**config.mk**
```make
export PLATFORM = sky130hd
export DESIGN_NAME = pov_display_top
export DESIGN_NICKNAME = d
export VERILOG_FILES = /design/src/hw/pov_cmd_pkg.sv /design/src/hw/pov_drv_pkg.sv /design/src/hw/spi_slave_rx.sv /design/src/hw/cmd_decoder.sv /design/src/hw/column_sequencer.sv /design/src/hw/lane_serializer.sv /design/src/hw/sin_pin_map.sv /design/src/hw/pov_display_top.sv
export VERILOG_INCLUDE_DIRS = /design/src /design/src/hw
export SDC_FILE = /design/constraint.sdc
export NUM_CORES = 1
export LEC_CHECK = 0
export ABC_CLOCK_PERIOD_IN_PS = 11350
export BUFFER_PORTS_ARGS = -buffer_cell sky130_fd_sc_hd__clkbuf_2
export CORE_MARGIN = 2
export CORE_UTILIZATION = 50
export CTS_CLUSTER_DIAMETER = 120
export DETAILED_ROUTE_END_ITERATION = 8
export HOLD_SLACK_MARGIN = 0.15
export PLACE_DENSITY_LB_ADDON = 0.3
export SLEW_MARGIN = 20
export SYNTH_ARGS = -nofsm -noshare
export SYNTH_HDL_FRONTEND = slang
export SYNTH_SLANG_ARGS = --single-unit
```
**constraint.sdc**
```tcl
create_clock -name clk -period 11.35 [get_ports clk]
set_input_delay 2.27 -clock clk [delete_from_list [all_inputs] [get_ports clk]]
set_output_delay 2.27 -clock clk [all_outputs]
set_load 0.01 [all_outputs]
```
**src/hw/pov_defs.svh**
```systemverilog
// POV display shared constants

`ifndef POV_DEFS_SVH
`define POV_DEFS_SVH

// Driver data path geometry
`define POV_NUM_LANES    4
`define POV_WORD_BITS    16
`define POV_NUM_COLUMNS  8
`define POV_COL_BITS     3

// Flop depth for asynchronous pins (SPI, hall)
`define POV_SYNC_STAGES  2

// Lanes whose board buffer inverts, indexed by pin
`define POV_SIN_INVERT   4'b0101

// Host command opcodes
`define POV_OP_WRITE_COLUMN  8'h01
`define POV_OP_SET_MUX       8'h02
`define POV_OP_READ_STATUS   8'h03

`endif

```
**src/hw/pov_cmd_pkg.sv**
```systemverilog
// Host command side types

`include "pov_defs.svh"

package pov_cmd_pkg;

    // Opcode byte, OP_NONE is never sent by the host
    typedef enum logic [7:0] {
        OP_NONE         = 8'h00,
        OP_WRITE_COLUMN = `POV_OP_WRITE_COLUMN,
        OP_SET_MUX      = `POV_OP_SET_MUX,
        OP_READ_STATUS  = `POV_OP_READ_STATUS
    } cmd_opcode_e;

    // Byte stream parser position within a command
    typedef enum logic [2:0] {
        PS_OPCODE,
        PS_COLUMN,
        PS_DATA,
        PS_MASK,
        PS_STATUS,
        PS_DRAIN
    } parse_state_e;

    // One frame memory entry being assembled, words[i] feeds lane i
    typedef struct packed {
        logic [`POV_COL_BITS-1:0]                       column;
        logic [`POV_NUM_LANES-1:0][`POV_WORD_BITS-1:0]  words;
    } column_write_t;

endpackage

```
**src/hw/pov_drv_pkg.sv**
```systemverilog
// LED driver side types

`include "pov_defs.svh"

package pov_drv_pkg;

    // All lane words of one column as read from frame memory
    typedef logic [`POV_NUM_LANES-1:0][`POV_WORD_BITS-1:0] column_words_t;

    // Per-cycle strobes from the sequencer to lanes and pin map
    typedef struct packed {
        logic load;
        logic shift_tick;
        logic latch;
    } lane_ctrl_t;

    // Column sequencer FSM
    typedef enum logic [2:0] {
        SQ_IDLE,
        SQ_READ,
        SQ_LOAD,
        SQ_SHIFT,
        SQ_LATCH,
        SQ_NEXT
    } seq_state_e;

endpackage

```
**src/hw/spi_slave_rx.sv**
```systemverilog
// SPI mode 0 slave

`timescale 1ns/1ps
`include "pov_defs.svh"

module spi_slave_rx (
    input  logic       clk,
    input  logic       rst,
    input  logic       cs_n,
    input  logic       sclk,
    input  logic       mosi,
    output logic       miso,
    output logic [7:0] rx_byte,
    output logic       rx_valid,
    output logic       frame_start,
    input  logic [7:0] tx_byte
);

    localparam int S = `POV_SYNC_STAGES;

    logic [S-1:0] cs_sync;
    logic [S-1:0] sclk_sync;
    logic [S-1:0] mosi_sync;
    logic         cs_s;
    logic         sclk_s;
    logic         mosi_s;
    logic         cs_prev;
    logic         sclk_prev;
    logic         sclk_rise;
    logic         sclk_fall;
    logic         cs_fall;
    logic [2:0]   bit_cnt;
    logic         load_pending;
    logic [7:0]   rx_sr;
    logic [7:0]   tx_sr;

    // Pin synchronizers, chip select idles high
    always_ff @(posedge clk) begin
        if (rst) begin
            cs_sync   <= '1;
            sclk_sync <= '0;
            mosi_sync <= '0;
            cs_prev   <= 1'b1;
            sclk_prev <= 1'b0;
        end else begin
            cs_sync   <= {cs_sync[S-2:0], cs_n};
            sclk_sync <= {sclk_sync[S-2:0], sclk};
            mosi_sync <= {mosi_sync[S-2:0], mosi};
            cs_prev   <= cs_s;
            sclk_prev <= sclk_s;
        end
    end

    assign cs_s   = cs_sync[S-1];
    assign sclk_s = sclk_sync[S-1];
    assign mosi_s = mosi_sync[S-1];

    // Edges seen only while selected
    assign cs_fall   = cs_prev & ~cs_s;
    assign sclk_rise = ~cs_s & sclk_s & ~sclk_prev;
    assign sclk_fall = ~cs_s & ~sclk_s & sclk_prev;

    // Bit count, strobes and miso
    always_ff @(posedge clk) begin
        if (rst) begin
            bit_cnt      <= '0;
            rx_valid     <= 1'b0;
            frame_start  <= 1'b0;
            load_pending <= 1'b0;
            miso         <= 1'b0;
        end else begin
            rx_valid    <= 1'b0;
            frame_start <= 1'b0;
            if (cs_s) begin
                bit_cnt      <= '0;
                load_pending <= 1'b0;
                miso         <= 1'b0;
            end else if (cs_fall) begin
                bit_cnt     <= '0;
                frame_start <= 1'b1;
                miso        <= tx_byte[7];
            end else begin
                if (sclk_rise) begin
                    bit_cnt <= bit_cnt + 3'd1;
                    if (bit_cnt == 3'd7) begin
                        rx_valid     <= 1'b1;
                        load_pending <= 1'b1;
                    end
                end
                // Reply byte is taken at the first falling edge after a boundary
                if (sclk_fall) begin
                    miso         <= load_pending ? tx_byte[7] : tx_sr[7];
                    load_pending <= 1'b0;
                end
            end
        end
    end

    // Shift registers carry payload only
    always_ff @(posedge clk) begin
        if (cs_fall) begin
            tx_sr <= {tx_byte[6:0], 1'b0};
        end else if (sclk_fall) begin
            tx_sr <= load_pending ? {tx_byte[6:0], 1'b0} : {tx_sr[6:0], 1'b0};
        end
        if (sclk_rise) begin
            rx_sr <= {rx_sr[6:0], mosi_s};
            if (bit_cnt == 3'd7)
                rx_byte <= {rx_sr[6:0], mosi_s};
        end
    end

endmodule

```
**src/hw/cmd_decoder.sv**
```systemverilog
// Host command parser and frame memory

`timescale 1ns/1ps
`include "pov_defs.svh"

module cmd_decoder (
    input  logic                       clk,
    input  logic                       rst,
    input  logic [7:0]                 rx_byte,
    input  logic                       rx_valid,
    input  logic                       frame_start,
    output logic [7:0]                 tx_byte,
    input  logic [`POV_COL_BITS-1:0]   rd_column,
    output pov_drv_pkg::column_words_t rd_words,
    output logic [7:0]                 mux_mask,
    input  logic                       frame_done
);

    localparam int BPW        = `POV_WORD_BITS / 8;
    localparam int DATA_BYTES = `POV_NUM_LANES * BPW;
    localparam int IDX_BITS   = $clog2(DATA_BYTES);

    pov_cmd_pkg::parse_state_e  state;
    pov_cmd_pkg::cmd_opcode_e   op;
    pov_cmd_pkg::column_write_t wr;
    logic [IDX_BITS-1:0]        byte_idx;
    logic                       wr_en;
    logic [15:0]                frame_cnt;

    // Frame memory, one entry per column
    pov_drv_pkg::column_words_t mem [`POV_NUM_COLUMNS];

    assign op = pov_cmd_pkg::cmd_opcode_e'(rx_byte);

    // Parser FSM with mask, counter and reply byte
    always_ff @(posedge clk) begin
        if (rst) begin
            state     <= pov_cmd_pkg::PS_OPCODE;
            byte_idx  <= '0;
            wr_en     <= 1'b0;
            mux_mask  <= 8'hFF;
            tx_byte   <= 8'h00;
            frame_cnt <= 16'd0;
        end else begin
            wr_en <= 1'b0;
            if (frame_done)
                frame_cnt <= frame_cnt + 16'd1;
            if (frame_start) begin
                // New chip select drops any partial command
                state   <= pov_cmd_pkg::PS_OPCODE;
                tx_byte <= 8'h00;
            end else if (rx_valid) begin
                tx_byte <= 8'h00;
                case (state)
                    pov_cmd_pkg::PS_OPCODE: begin
                        case (op)
                            pov_cmd_pkg::OP_WRITE_COLUMN: state <= pov_cmd_pkg::PS_COLUMN;
                            pov_cmd_pkg::OP_SET_MUX:      state <= pov_cmd_pkg::PS_MASK;
                            pov_cmd_pkg::OP_READ_STATUS: begin
                                state   <= pov_cmd_pkg::PS_STATUS;
                                tx_byte <= frame_cnt[7:0];
                            end
                            default: state <= pov_cmd_pkg::PS_DRAIN;
                        endcase
                    end
                    pov_cmd_pkg::PS_COLUMN: begin
                        byte_idx <= '0;
                        state    <= pov_cmd_pkg::PS_DATA;
                    end
                    pov_cmd_pkg::PS_DATA: begin
                        byte_idx <= byte_idx + 1'b1;
                        if (byte_idx == IDX_BITS'(DATA_BYTES - 1)) begin
                            wr_en <= 1'b1;
                            state <= pov_cmd_pkg::PS_DRAIN;
                        end
                    end
                    pov_cmd_pkg::PS_MASK: begin
                        mux_mask <= rx_byte;
                        state    <= pov_cmd_pkg::PS_DRAIN;
                    end
                    // Dummy byte of a status read
                    pov_cmd_pkg::PS_STATUS: state <= pov_cmd_pkg::PS_DRAIN;
                    default:                state <= pov_cmd_pkg::PS_DRAIN;
                endcase
            end
        end
    end

    // Entry assembly, MSB byte of each word first, lane 0 first
    always_ff @(posedge clk) begin
        if (rx_valid && !frame_start) begin
            if (state == pov_cmd_pkg::PS_COLUMN)
                wr.column <= rx_byte[`POV_COL_BITS-1:0];
            if (state == pov_cmd_pkg::PS_DATA)
                wr.words[byte_idx / BPW][(BPW - 1 - byte_idx % BPW) * 8 +: 8] <= rx_byte;
        end
    end

    // Whole entry written the cycle after the last data byte
    always_ff @(posedge clk) begin
        if (wr_en)
            mem[wr.column] <= wr.words;
        rd_words <= mem[rd_column];
    end

endmodule

```
**src/hw/column_sequencer.sv**
```systemverilog
// Revolution column sequencer

`timescale 1ns/1ps
`include "pov_defs.svh"

module column_sequencer (
    input  logic                         clk,
    input  logic                         rst,
    input  logic                         hall,
    output logic [`POV_COL_BITS-1:0]     rd_column,
    output pov_drv_pkg::lane_ctrl_t      ctrl,
    output logic [`POV_NUM_COLUMNS-1:0]  mux_col,
    input  logic [7:0]                   mux_mask,
    output logic                         frame_done
);

    localparam int S        = `POV_SYNC_STAGES;
    localparam int BIT_BITS = $clog2(`POV_WORD_BITS);

    pov_drv_pkg::seq_state_e  state;
    logic [S-1:0]             hall_sync;
    logic                     hall_prev;
    logic                     hall_rise;
    logic [`POV_COL_BITS-1:0] col;
    logic [BIT_BITS-1:0]      bit_cnt;
    logic                     div;
    logic                     last_col;
    logic                     tick;

    // Hall input synchronizer and rising edge
    always_ff @(posedge clk) begin
        if (rst) begin
            hall_sync <= '0;
            hall_prev <= 1'b0;
        end else begin
            hall_sync <= {hall_sync[S-2:0], hall};
            hall_prev <= hall_sync[S-1];
        end
    end

    assign hall_rise = hall_sync[S-1] & ~hall_prev;
    assign last_col  = (col == `POV_COL_BITS'(`POV_NUM_COLUMNS - 1));

    // Ticks land on every other cycle of SQ_SHIFT, starting with the first
    assign tick = (state == pov_drv_pkg::SQ_SHIFT) && !div;

    always_ff @(posedge clk) begin
        if (rst) begin
            state   <= pov_drv_pkg::SQ_IDLE;
            col     <= '0;
            bit_cnt <= '0;
            div     <= 1'b0;
        end else begin
            case (state)
                pov_drv_pkg::SQ_IDLE: begin
                    col <= '0;
                    // Pulses outside idle are dropped
                    if (hall_rise)
                        state <= pov_drv_pkg::SQ_READ;
                end
                pov_drv_pkg::SQ_READ: state <= pov_drv_pkg::SQ_LOAD;
                pov_drv_pkg::SQ_LOAD: begin
                    bit_cnt <= '0;
                    div     <= 1'b0;
                    state   <= pov_drv_pkg::SQ_SHIFT;
                end
                pov_drv_pkg::SQ_SHIFT: begin
                    div <= ~div;
                    if (tick) begin
                        bit_cnt <= bit_cnt + 1'b1;
                        if (bit_cnt == BIT_BITS'(`POV_WORD_BITS - 1))
                            state <= pov_drv_pkg::SQ_LATCH;
                    end
                end
                pov_drv_pkg::SQ_LATCH: state <= pov_drv_pkg::SQ_NEXT;
                pov_drv_pkg::SQ_NEXT: begin
                    if (last_col) begin
                        state <= pov_drv_pkg::SQ_IDLE;
                    end else begin
                        col   <= col + 1'b1;
                        state <= pov_drv_pkg::SQ_READ;
                    end
                end
                default: state <= pov_drv_pkg::SQ_IDLE;
            endcase
        end
    end

    // Lane strobes decoded from state
    assign ctrl.load       = (state == pov_drv_pkg::SQ_LOAD);
    assign ctrl.shift_tick = tick;
    assign ctrl.latch      = (state == pov_drv_pkg::SQ_LATCH);

    assign rd_column  = col;
    assign frame_done = (state == pov_drv_pkg::SQ_NEXT) && last_col;

    // One-hot column select gated by host mask
    always_comb begin
        mux_col = '0;
        if (state != pov_drv_pkg::SQ_IDLE)
            mux_col[col] = 1'b1;
        mux_col = mux_col & mux_mask;
    end

endmodule

```
**src/hw/lane_serializer.sv**
```systemverilog
// Driver data lane serializer

`timescale 1ns/1ps
`include "pov_defs.svh"

module lane_serializer (
    input  logic                      clk,
    input  logic                      rst,
    input  pov_drv_pkg::lane_ctrl_t   ctrl,
    input  logic [`POV_WORD_BITS-1:0] word,
    output logic                      sin
);

    localparam int CNT_BITS = $clog2(`POV_WORD_BITS) + 1;

    logic [`POV_WORD_BITS-1:0] shreg;
    logic [CNT_BITS-1:0]       cnt;
    logic                      active;

    // Count of bits already taken, full count means empty
    always_ff @(posedge clk) begin
        if (rst)
            cnt <= CNT_BITS'(`POV_WORD_BITS);
        else if (ctrl.load)
            cnt <= '0;
        else if (ctrl.shift_tick && active)
            cnt <= cnt + 1'b1;
    end

    always_ff @(posedge clk) begin
        if (ctrl.load)
            shreg <= word;
        else if (ctrl.shift_tick)
            shreg <= {shreg[`POV_WORD_BITS-2:0], 1'b0};
    end

    assign active = (cnt != CNT_BITS'(`POV_WORD_BITS));

    // MSB is waiting before each tick, zero once the word is spent
    assign sin = active & shreg[`POV_WORD_BITS-1];

endmodule

```
**src/hw/sin_pin_map.sv**
```systemverilog
// Driver pin mapping and retiming

`timescale 1ns/1ps
`include "pov_defs.svh"

module sin_pin_map (
    input  logic                      clk,
    input  logic                      rst,
    input  pov_drv_pkg::lane_ctrl_t   ctrl,
    input  logic [`POV_NUM_LANES-1:0] lane_sin,
    output logic [`POV_NUM_LANES-1:0] drv_sin,
    output logic                      drv_sclk,
    output logic                      drv_lat
);

    logic [`POV_NUM_LANES-1:0] mapped;
    logic                      tick_d;
    logic                      lat_d;

    // Board routes lanes in reverse, some buffers invert
    always_comb begin
        for (int i = 0; i < `POV_NUM_LANES; i++)
            mapped[`POV_NUM_LANES-1-i] = lane_sin[i];
        mapped = mapped ^ `POV_SIN_INVERT;
    end

    // Data moves on the tick, clock rises a cycle later
    always_ff @(posedge clk) begin
        if (rst) begin
            drv_sin  <= `POV_SIN_INVERT;
            tick_d   <= 1'b0;
            drv_sclk <= 1'b0;
            lat_d    <= 1'b0;
            drv_lat  <= 1'b0;
        end else begin
            if (ctrl.shift_tick)
                drv_sin <= mapped;
            tick_d   <= ctrl.shift_tick;
            drv_sclk <= tick_d;
            lat_d    <= ctrl.latch;
            drv_lat  <= lat_d;
        end
    end

endmodule

```
**src/hw/pov_display_top.sv**
```systemverilog
// POV display refresh top level

`timescale 1ns/1ps
`include "pov_defs.svh"

module pov_display_top (
    input  logic                        clk,
    input  logic                        rst,
    input  logic                        cs_n,
    input  logic                        sclk,
    input  logic                        mosi,
    output logic                        miso,
    input  logic                        hall,
    output logic [`POV_NUM_LANES-1:0]   drv_sin,
    output logic                        drv_sclk,
    output logic                        drv_lat,
    output logic [`POV_NUM_COLUMNS-1:0] mux_col
);

    // Host byte link
    logic [7:0] rx_byte;
    logic       rx_valid;
    logic       frame_start;
    logic [7:0] tx_byte;

    // Frame memory read and control
    logic [`POV_COL_BITS-1:0]   rd_column;
    pov_drv_pkg::column_words_t rd_words;
    logic [7:0]                 mux_mask;
    logic                       frame_done;

    // Lane strobes and serial outputs
    pov_drv_pkg::lane_ctrl_t    ctrl;
    logic [`POV_NUM_LANES-1:0]  lane_sin;

    spi_slave_rx u_spi (
        .clk(clk), .rst(rst), .cs_n(cs_n), .sclk(sclk), .mosi(mosi), .miso(miso),
        .rx_byte(rx_byte), .rx_valid(rx_valid), .frame_start(frame_start),
        .tx_byte(tx_byte)
    );

    cmd_decoder u_dec (
        .clk(clk), .rst(rst), .rx_byte(rx_byte), .rx_valid(rx_valid),
        .frame_start(frame_start), .tx_byte(tx_byte), .rd_column(rd_column),
        .rd_words(rd_words), .mux_mask(mux_mask), .frame_done(frame_done)
    );

    column_sequencer u_seq (
        .clk(clk), .rst(rst), .hall(hall), .rd_column(rd_column), .ctrl(ctrl),
        .mux_col(mux_col), .mux_mask(mux_mask), .frame_done(frame_done)
    );

    // One serializer per driver data line
    for (genvar i = 0; i < `POV_NUM_LANES; i++) begin : g_lane
        lane_serializer u_lane (
            .clk(clk), .rst(rst), .ctrl(ctrl), .word(rd_words[i]), .sin(lane_sin[i])
        );
    end

    sin_pin_map u_pins (
        .clk(clk), .rst(rst), .ctrl(ctrl), .lane_sin(lane_sin),
        .drv_sin(drv_sin), .drv_sclk(drv_sclk), .drv_lat(drv_lat)
    );

endmodule

```
Yosys cells after proc, flatten, opt, wreduce, memory -nomap -nowiden
Memories as Yosys holds them, arrays and structs flattened. A register that Yosys moved wholly into a read port is not among the register bits.
Index checks and enable logic that the tools add are counted.
{"block": "classes", "add_sub_neg": 11, "order_cmp": 4, "n_eq_ne": 24, "shifts": 2, "mux": 52, "bitwise": 22, "n_reduce_logical": 41}
{"operator": "2-to-1 mux 16 bit", "count": 9}
{"operator": "bitwise mux 64 bit", "count": 1}
{"operator": "2-to-1 mux 8 bit", "count": 6}
{"operator": "2-to-1 mux 5 bit", "count": 8}
{"operator": "negator 32 -> 34 bit", "count": 1}
{"operator": "variable shift 8 x 34 -> 16 bit (first input constant)", "count": 1}
{"operator": "indexed part select 8 x 34 -> 16 bit", "count": 1}
{"operator": "demux 16 bit (select 2 bit)", "count": 1}
{"operator": "nonzero test 2 bit", "count": 11}
{"operator": "adder 5 x 1 -> 5 bit (second input constant)", "count": 4}
{"operator": "inequality test 5 bit (second input constant)", "count": 4}
{"operator": "one-hot mux 3 bit (3 select lines)", "count": 2}
{"operator": "one-hot mux 3 bit (6 select lines)", "count": 1}
{"operator": "adder 16 x 1 -> 16 bit (second input constant)", "count": 1}
{"operator": "== test 8 x 2 -> 1 bit (second input constant)", "count": 2}
{"operator": "== test 3 bit (second input constant)", "count": 5}
{"operator": "2-to-1 mux 3 bit", "count": 5}
{"operator": "2-to-1 mux 1 bit", "count": 13}
{"operator": "== test 3 x 2 -> 1 bit (second input constant)", "count": 4}
{"operator": "one-hot mux 3 bit (2 select lines)", "count": 2}
{"operator": "AND reduction 2 bit", "count": 6}
{"operator": "AND reduction 3 bit", "count": 4}
{"operator": "bitwise AND 1 bit", "count": 10}
{"operator": "inverter 1 bit", "count": 10}
{"operator": "25 further kinds", "count": 44}
{"block": "totals", "regBits": 250, "mem_bits_rw": 512, "word_cells": 205, "memories": 1}
{"memory": "u_dec.mem", "depth": 8, "word_bits": 64, "rd": 1, "rd_ports_with_merged_regs": 1, "wr": 1, "line_no": "cmd_decoder.sv:31", "rtl": "pov_drv_pkg::column_words_t mem [`POV_NUM_COLUMNS];"}

Longest topological paths before layout
{"block": "logic_depth", "word_depth": 6, "depth_mapped": 6, "depth_no_buf": 5}

Cells and area by module
From an unflattened synthesis, not the netlist that was laid out.
{"block": "hier_totals", "cells_unflattened": 1496, "hier_area_um2": 30216.5}
{"mod": "cmd_decoder", "instances": 1, "cells_per_inst": 1054, "area_per_inst_um2": 24009.3, "seq_area_each_um2": 19288.5}
{"mod": "lane_serializer", "instances": 4, "cells_per_inst": 64, "area_per_inst_um2": 988.4, "seq_area_each_um2": 580.6}
{"mod": "spi_slave_rx", "instances": 1, "cells_per_inst": 80, "area_per_inst_um2": 1278.7, "seq_area_each_um2": 960.9}
{"mod": "column_sequencer", "instances": 1, "cells_per_inst": 83, "area_per_inst_um2": 715.7, "seq_area_each_um2": 280.3}
{"mod": "sin_pin_map", "instances": 1, "cells_per_inst": 23, "area_per_inst_um2": 259.0, "seq_area_each_um2": 160.2}

Worst setup path before layout
OpenSTA, ideal clock, no wires.
{"block": "synth_timing", "kind": "register to register", "from": "reg u_dec.wr[64] (netlist name)", "to": "mem u_dec.mem[0][0] (netlist name), enable pin", "setup_ps": 565, "arrival_ps": 4906, "slack_ps": 5880, "path_stages_with_launch": 3, "n_path_buf": 0, "cell_sequence": "edfxtp_1 nand2b_1 nor3_1"}
{"element": "from (decl)", "line_no": "cmd_decoder.sv:25", "rtl": "pov_cmd_pkg::column_write_t wr;"}
{"element": "to (decl)", "line_no": "cmd_decoder.sv:31"}
No word-level cell before the write port.

Final worst setup path
{"block": "layout_timing", "from": "reg u_seq.col[1], in the netlist u_seq.rd_column[1]", "to": "out mux_col[2]"}
{"block": "layout_between", "elab_chain_len": 6, "elab_cells_between_ends": 7, "cone_classes": "2 x order compare; 3 x mux; 1 x bitwise; 1 x reduce/logical"}
{"element": "from (decl)", "line_no": "column_sequencer.sv:24", "rtl": "logic [`POV_COL_BITS-1:0] col;"}
{"element": "from (signal assigned)", "line_no": "column_sequencer.sv:80", "rtl": "col <= col + 1'b1;"}
{"element": "< comparator 3 x 4 -> 1 bit (implied by the code) or greater-or-equal comparator 3 x 1 -> 1 bit (tied branches)", "line_no": "column_sequencer.sv:101", "rtl": "mux_col[col] = 1'b1;"}
{"element": "logical AND 1 bit (implied by the code)", "line_no": "column_sequencer.sv:101"}
{"element": "2-to-1 mux 1 bit (implied by the code)", "line_no": "column_sequencer.sv:101"}
{"element": "demux 1 bit (select 3 bit) *"}
{"element": "2-to-1 mux 8 bit *", "line_no": "column_sequencer.sv:100", "rtl": "if (state != pov_drv_pkg::SQ_IDLE)"}
{"element": "bitwise AND 8 bit *", "line_no": "column_sequencer.sv:102", "rtl": "mux_col = mux_col & mux_mask;"}
{"element": "to (decl)", "line_no": "pov_display_top.sv:17", "rtl": "output logic [`POV_NUM_COLUMNS-1:0] mux_col"}
Mark *: on every way between the ends. The rest lies on a longest branch, timed or not.

==> summary.md <==
| Metric | Value |
|---|---|
| Final min period | `4880 ps` |
| Top delay family on crit path | `buffers and inverters` |
| Part of the power in combinational logic | `1.2%` |
| LEAKAGE | `0.0109 uW` |
| Seq cells post-synth | `817` |
| CTS resizes | `0` |
| Final cycle utilization of the critical path | `43.0%` |
| Share of cells above drive strength 1 | `22.0%` |
| Pin count of the biggest net entering global routing | `67` |
| Die width | `249 um` |
| Status | `complete, no violations` |
| Met3 usage | `3.15%` |
| Overall power | `5880 uW` |
| DIE AREA | `0.0621 mm2` |
| H-Tree Level Count | `3` |
| Critical Path Sink Type | `primary output` |
| Power Internal | `4720 uW` |
| Most used DFF post-synth | `edfxtp_1` |
| Fin. Hold Viols | `0` |
| Setup-failing EPs final | `0` |
| ANT nets after route | `0` |
| TritonCTS Sinks | `817` |
| Fmax | `0.205 GHz` |
| Worst IR Drop VDD | `0.152 mV` |
| CTS tree | `done` |
| DR vias/cell | `5.71` |
| Grt peak-use layer | `met2` |
| Post-synthesis area per instance | `18.3 um2` |
| Synth async-reset ratio | `0%` |
| Final Wtd Congestion | `0.749` |
| Area post-placement | `0.0310 mm2` |
| Clock Skews | `32.8 ps` |
| Path category of the worst min-delay check | `reg -> reg` |
| Initial antenna violation count | `0` |
| Global-route wire length before repair | `88400 um` |
| Post-synth EDFFs | `665` |
| Unique cell type count in the Yosys netlist | `58` |
| RSZ-0062 raised after global routing | `no` |
| Net Sw Frac | `19.7%` |
| Clk buf depth | `3` |
| CTS Hold Buffers Added | `0` |
| Most area-consuming cells after synthesis | `edfxtp_1, dfxtp_1, mux4_2` |
| Slew Viols, Final | `0` |
| Setup ws final | `6470 ps` |
| Fin Setup TNS | `0 ps` |
| CP required | `9080 ps` |
| Diode count | `0` |
| Crit Path Class | `reg -> out` |
| Cells after synthesis | `1644` |
| Placement row count | `89` |
| Worst-path fanout max | `43` |
| Crit start category | `flip-flop` |
| Slowest library cell on the worst path | `buf_4` |
| DRC Markers | `0` |
| Number of global-route vias before repair | `15000` |
| Clk pwr share | `43.9%` |
| Worst path cell trace | `buf_4 > nor2b_1 > and3_1 > clkbuf_2` |
| Max incr delay on CP | `740 ps` |
| Met2 GRT Util | `31.5%` |
| Nets@finish | `1716` |
| Clock transition at path regs | `60 ps` |
| Clk root buf | `clkbuf_16` |
| Routed WL per cell | `22.6 um` |
| Routed WL | `57300 um` |
| Initial DRC Count | `1101` |
| Top Ports | `21` |
| Global Route met1 Usage | `25.4%` |
| Routed vias | `14500` |
| Syn Nets | `1666` |
| WP buf/inv | `2` |
| Post-Place Worst Slack | `6940 ps` |
| Power Density | `175 mW/mm2` |
| Area growth syn-to-layout | `11.9%` |
| First drt pass iteration count | `5` |
| Fill cells | `4412` |
| Port Buffers | `20` |
| Synthesized area | `0.0301 mm2` |
| Post-synthesis sequential area ratio | `76.5%` |
| Seq pwr share | `54.9%` |
| Yosys warnings | `0` |
| Final Core Density | `56.8%` |
| Worst path arrival time | `2610 ps` |
| Post-route cell area | `0.0336 mm2` |
| MaxCap Viol Count | `0` |
| Die Y | `249 um` |
| Setup Buffers After CTS | `0` |
| Net Switching | `1160 uW` |
| Worst relative slew slack | `25.3%` |
| Total GRT Usage | `18.8%` |
| Post-synth top area share | `66.4%` |
| Area leader, netlist | `edfxtp_1` |
| Overflow after GRT | `0` |
| Initial core utilization | `50.7%` |
| Core area | `0.0592 mm2` |
| HPWL after DPL | `30200 um` |
| CTS buffer count | `80` |
| Worst-Skew Late Latency | `640 ps` |
| Tightest Pin Transition | `1120 ps` |
==> power groups by stage <==
stage,Combinational (uW),Clock (uW),Sequential (uW)
2_1_floorplan,47.5,0,3290
3_3_place_gp,70.5,0,3290
3_5_place_dp,72.2,0,3290
4_1_cts,72.7,2630,3230
5_1_grt,79.5,2740,3230
6_report,71.0,2580,3230
==> placed cells by master, fill, tap and decap left out, types with 7 or more instances in the layout <==
cell type	instances
ha_1	16
nand2b_1	11
clkbuf_1	22
buf_4	25
a21oi_1	32
a211o_1	8
clkinv_1	11
mux4_2	128
dfxtp_1	149
clkbuf_2	20
nand3_1	29
nand2_1	206
o21ai_0	29
nor2b_1	27
or3_1	7
or4_1	9
edfxtp_1	665
clkinv_2	11
clkbuf_8	8
and2_1	14
nor2_1	27
inv_1	25
mux2_2	72
nand4b_1	9
clkbuf_16	80
and3_1	17
==> per-layer routing <==
metal / vias to the layer above / wire length, um
met2: 394 / 28700
met4: 0 / 1370
met1: 7491 / 24300
met5: - / 0
li1: 6479 / -
met3: 103 / 2890
==> metrics by stage <==
step                hold WS [ps]  instances
detailed placement           415       2385
global route                 430       2534
global placement             392       2385
CTS                          428       2534
floorplan                    389       1644
finish                       420       2534
==> synth_stat cells (10+ instances only) <==
master,instances
edfxtp_1,665
ha_1,16
nand3_1,29
mux2_2,72
o21ai_0,29
mux4_2,128
clkbuf_1,44
nor2b_1,27
and2_1,14
buf_6,10
inv_1,25
dfxtp_1,152
nand2b_1,11
a21oi_1,32
and3_1,17
buf_2,22
nor2_1,35
nand2_1,207
==> sequential cells by signal, summed over array words and instances, names as in the netlist, 3 cells and up <==
| signal | flops |
|---|---|
| u_spi.bit_cnt | 3 |
| u_spi.tx_sr | 7 |
| u_seq.rd_column | 3 |
| u_dec.byte_idx | 3 |
| u_dec.tx_byte | 8 |
| u_dec.mux_mask | 8 |
| u_dec.mem | 512 |
| u_seq.bit_cnt | 4 |
| g_lane.u_lane.cnt | 20 |
| u_pins.drv_sin | 4 |
| g_lane.u_lane.shreg | 64 |
| u_dec.wr | 67 |
| u_dec.rd_words | 64 |
| u_dec.state | 3 |
| u_seq.state | 3 |
| u_spi.rx_sr | 7 |
| u_dec.frame_cnt | 8 |
| u_spi.rx_byte | 8 |
==> cell families (layout without fill, tap and decap cells) <==
logic type	after synthesis	after routing	synth area share, %
mux	203	203	12.4
xor+xnor	4	4	0.117
buf+inv	102	219	1.61
flops	817	817	76.5
fa+ha+maj	16	16	0.666
simple gates	403	403	6.63
compound gates	99	99	2.05
==> final cells by class <==
class                      instances  area (um2)  share of cell area (%)
clock buffer                     110        2190                    6.52
clock inverter                    39         415                    1.23
inverter                          25        93.8                   0.279
multi-input combinational        725        6660                    19.8
sequential                       817       23000                    68.4
tap                              773         967                    2.88
timing repair buffer              45         288                   0.855
==> path summary, 6_finish.rpt <==
path	startpoint	endpoint	slack [ps]	depth (start not counted)
setup / recovery	u_seq.rd_column[1]	mux_col[2]	6470	4
hold / removal	u_spi.mosi_sync[1]	u_spi.rx_sr[0]	420	0
setup reg to reg	u_seq.rd_column[0]	u_dec.rd_words[41]	7570	4
hold reg to reg	u_spi.mosi_sync[1]	u_spi.rx_sr[0]	420	0
(Power assumes the default switching activity.)
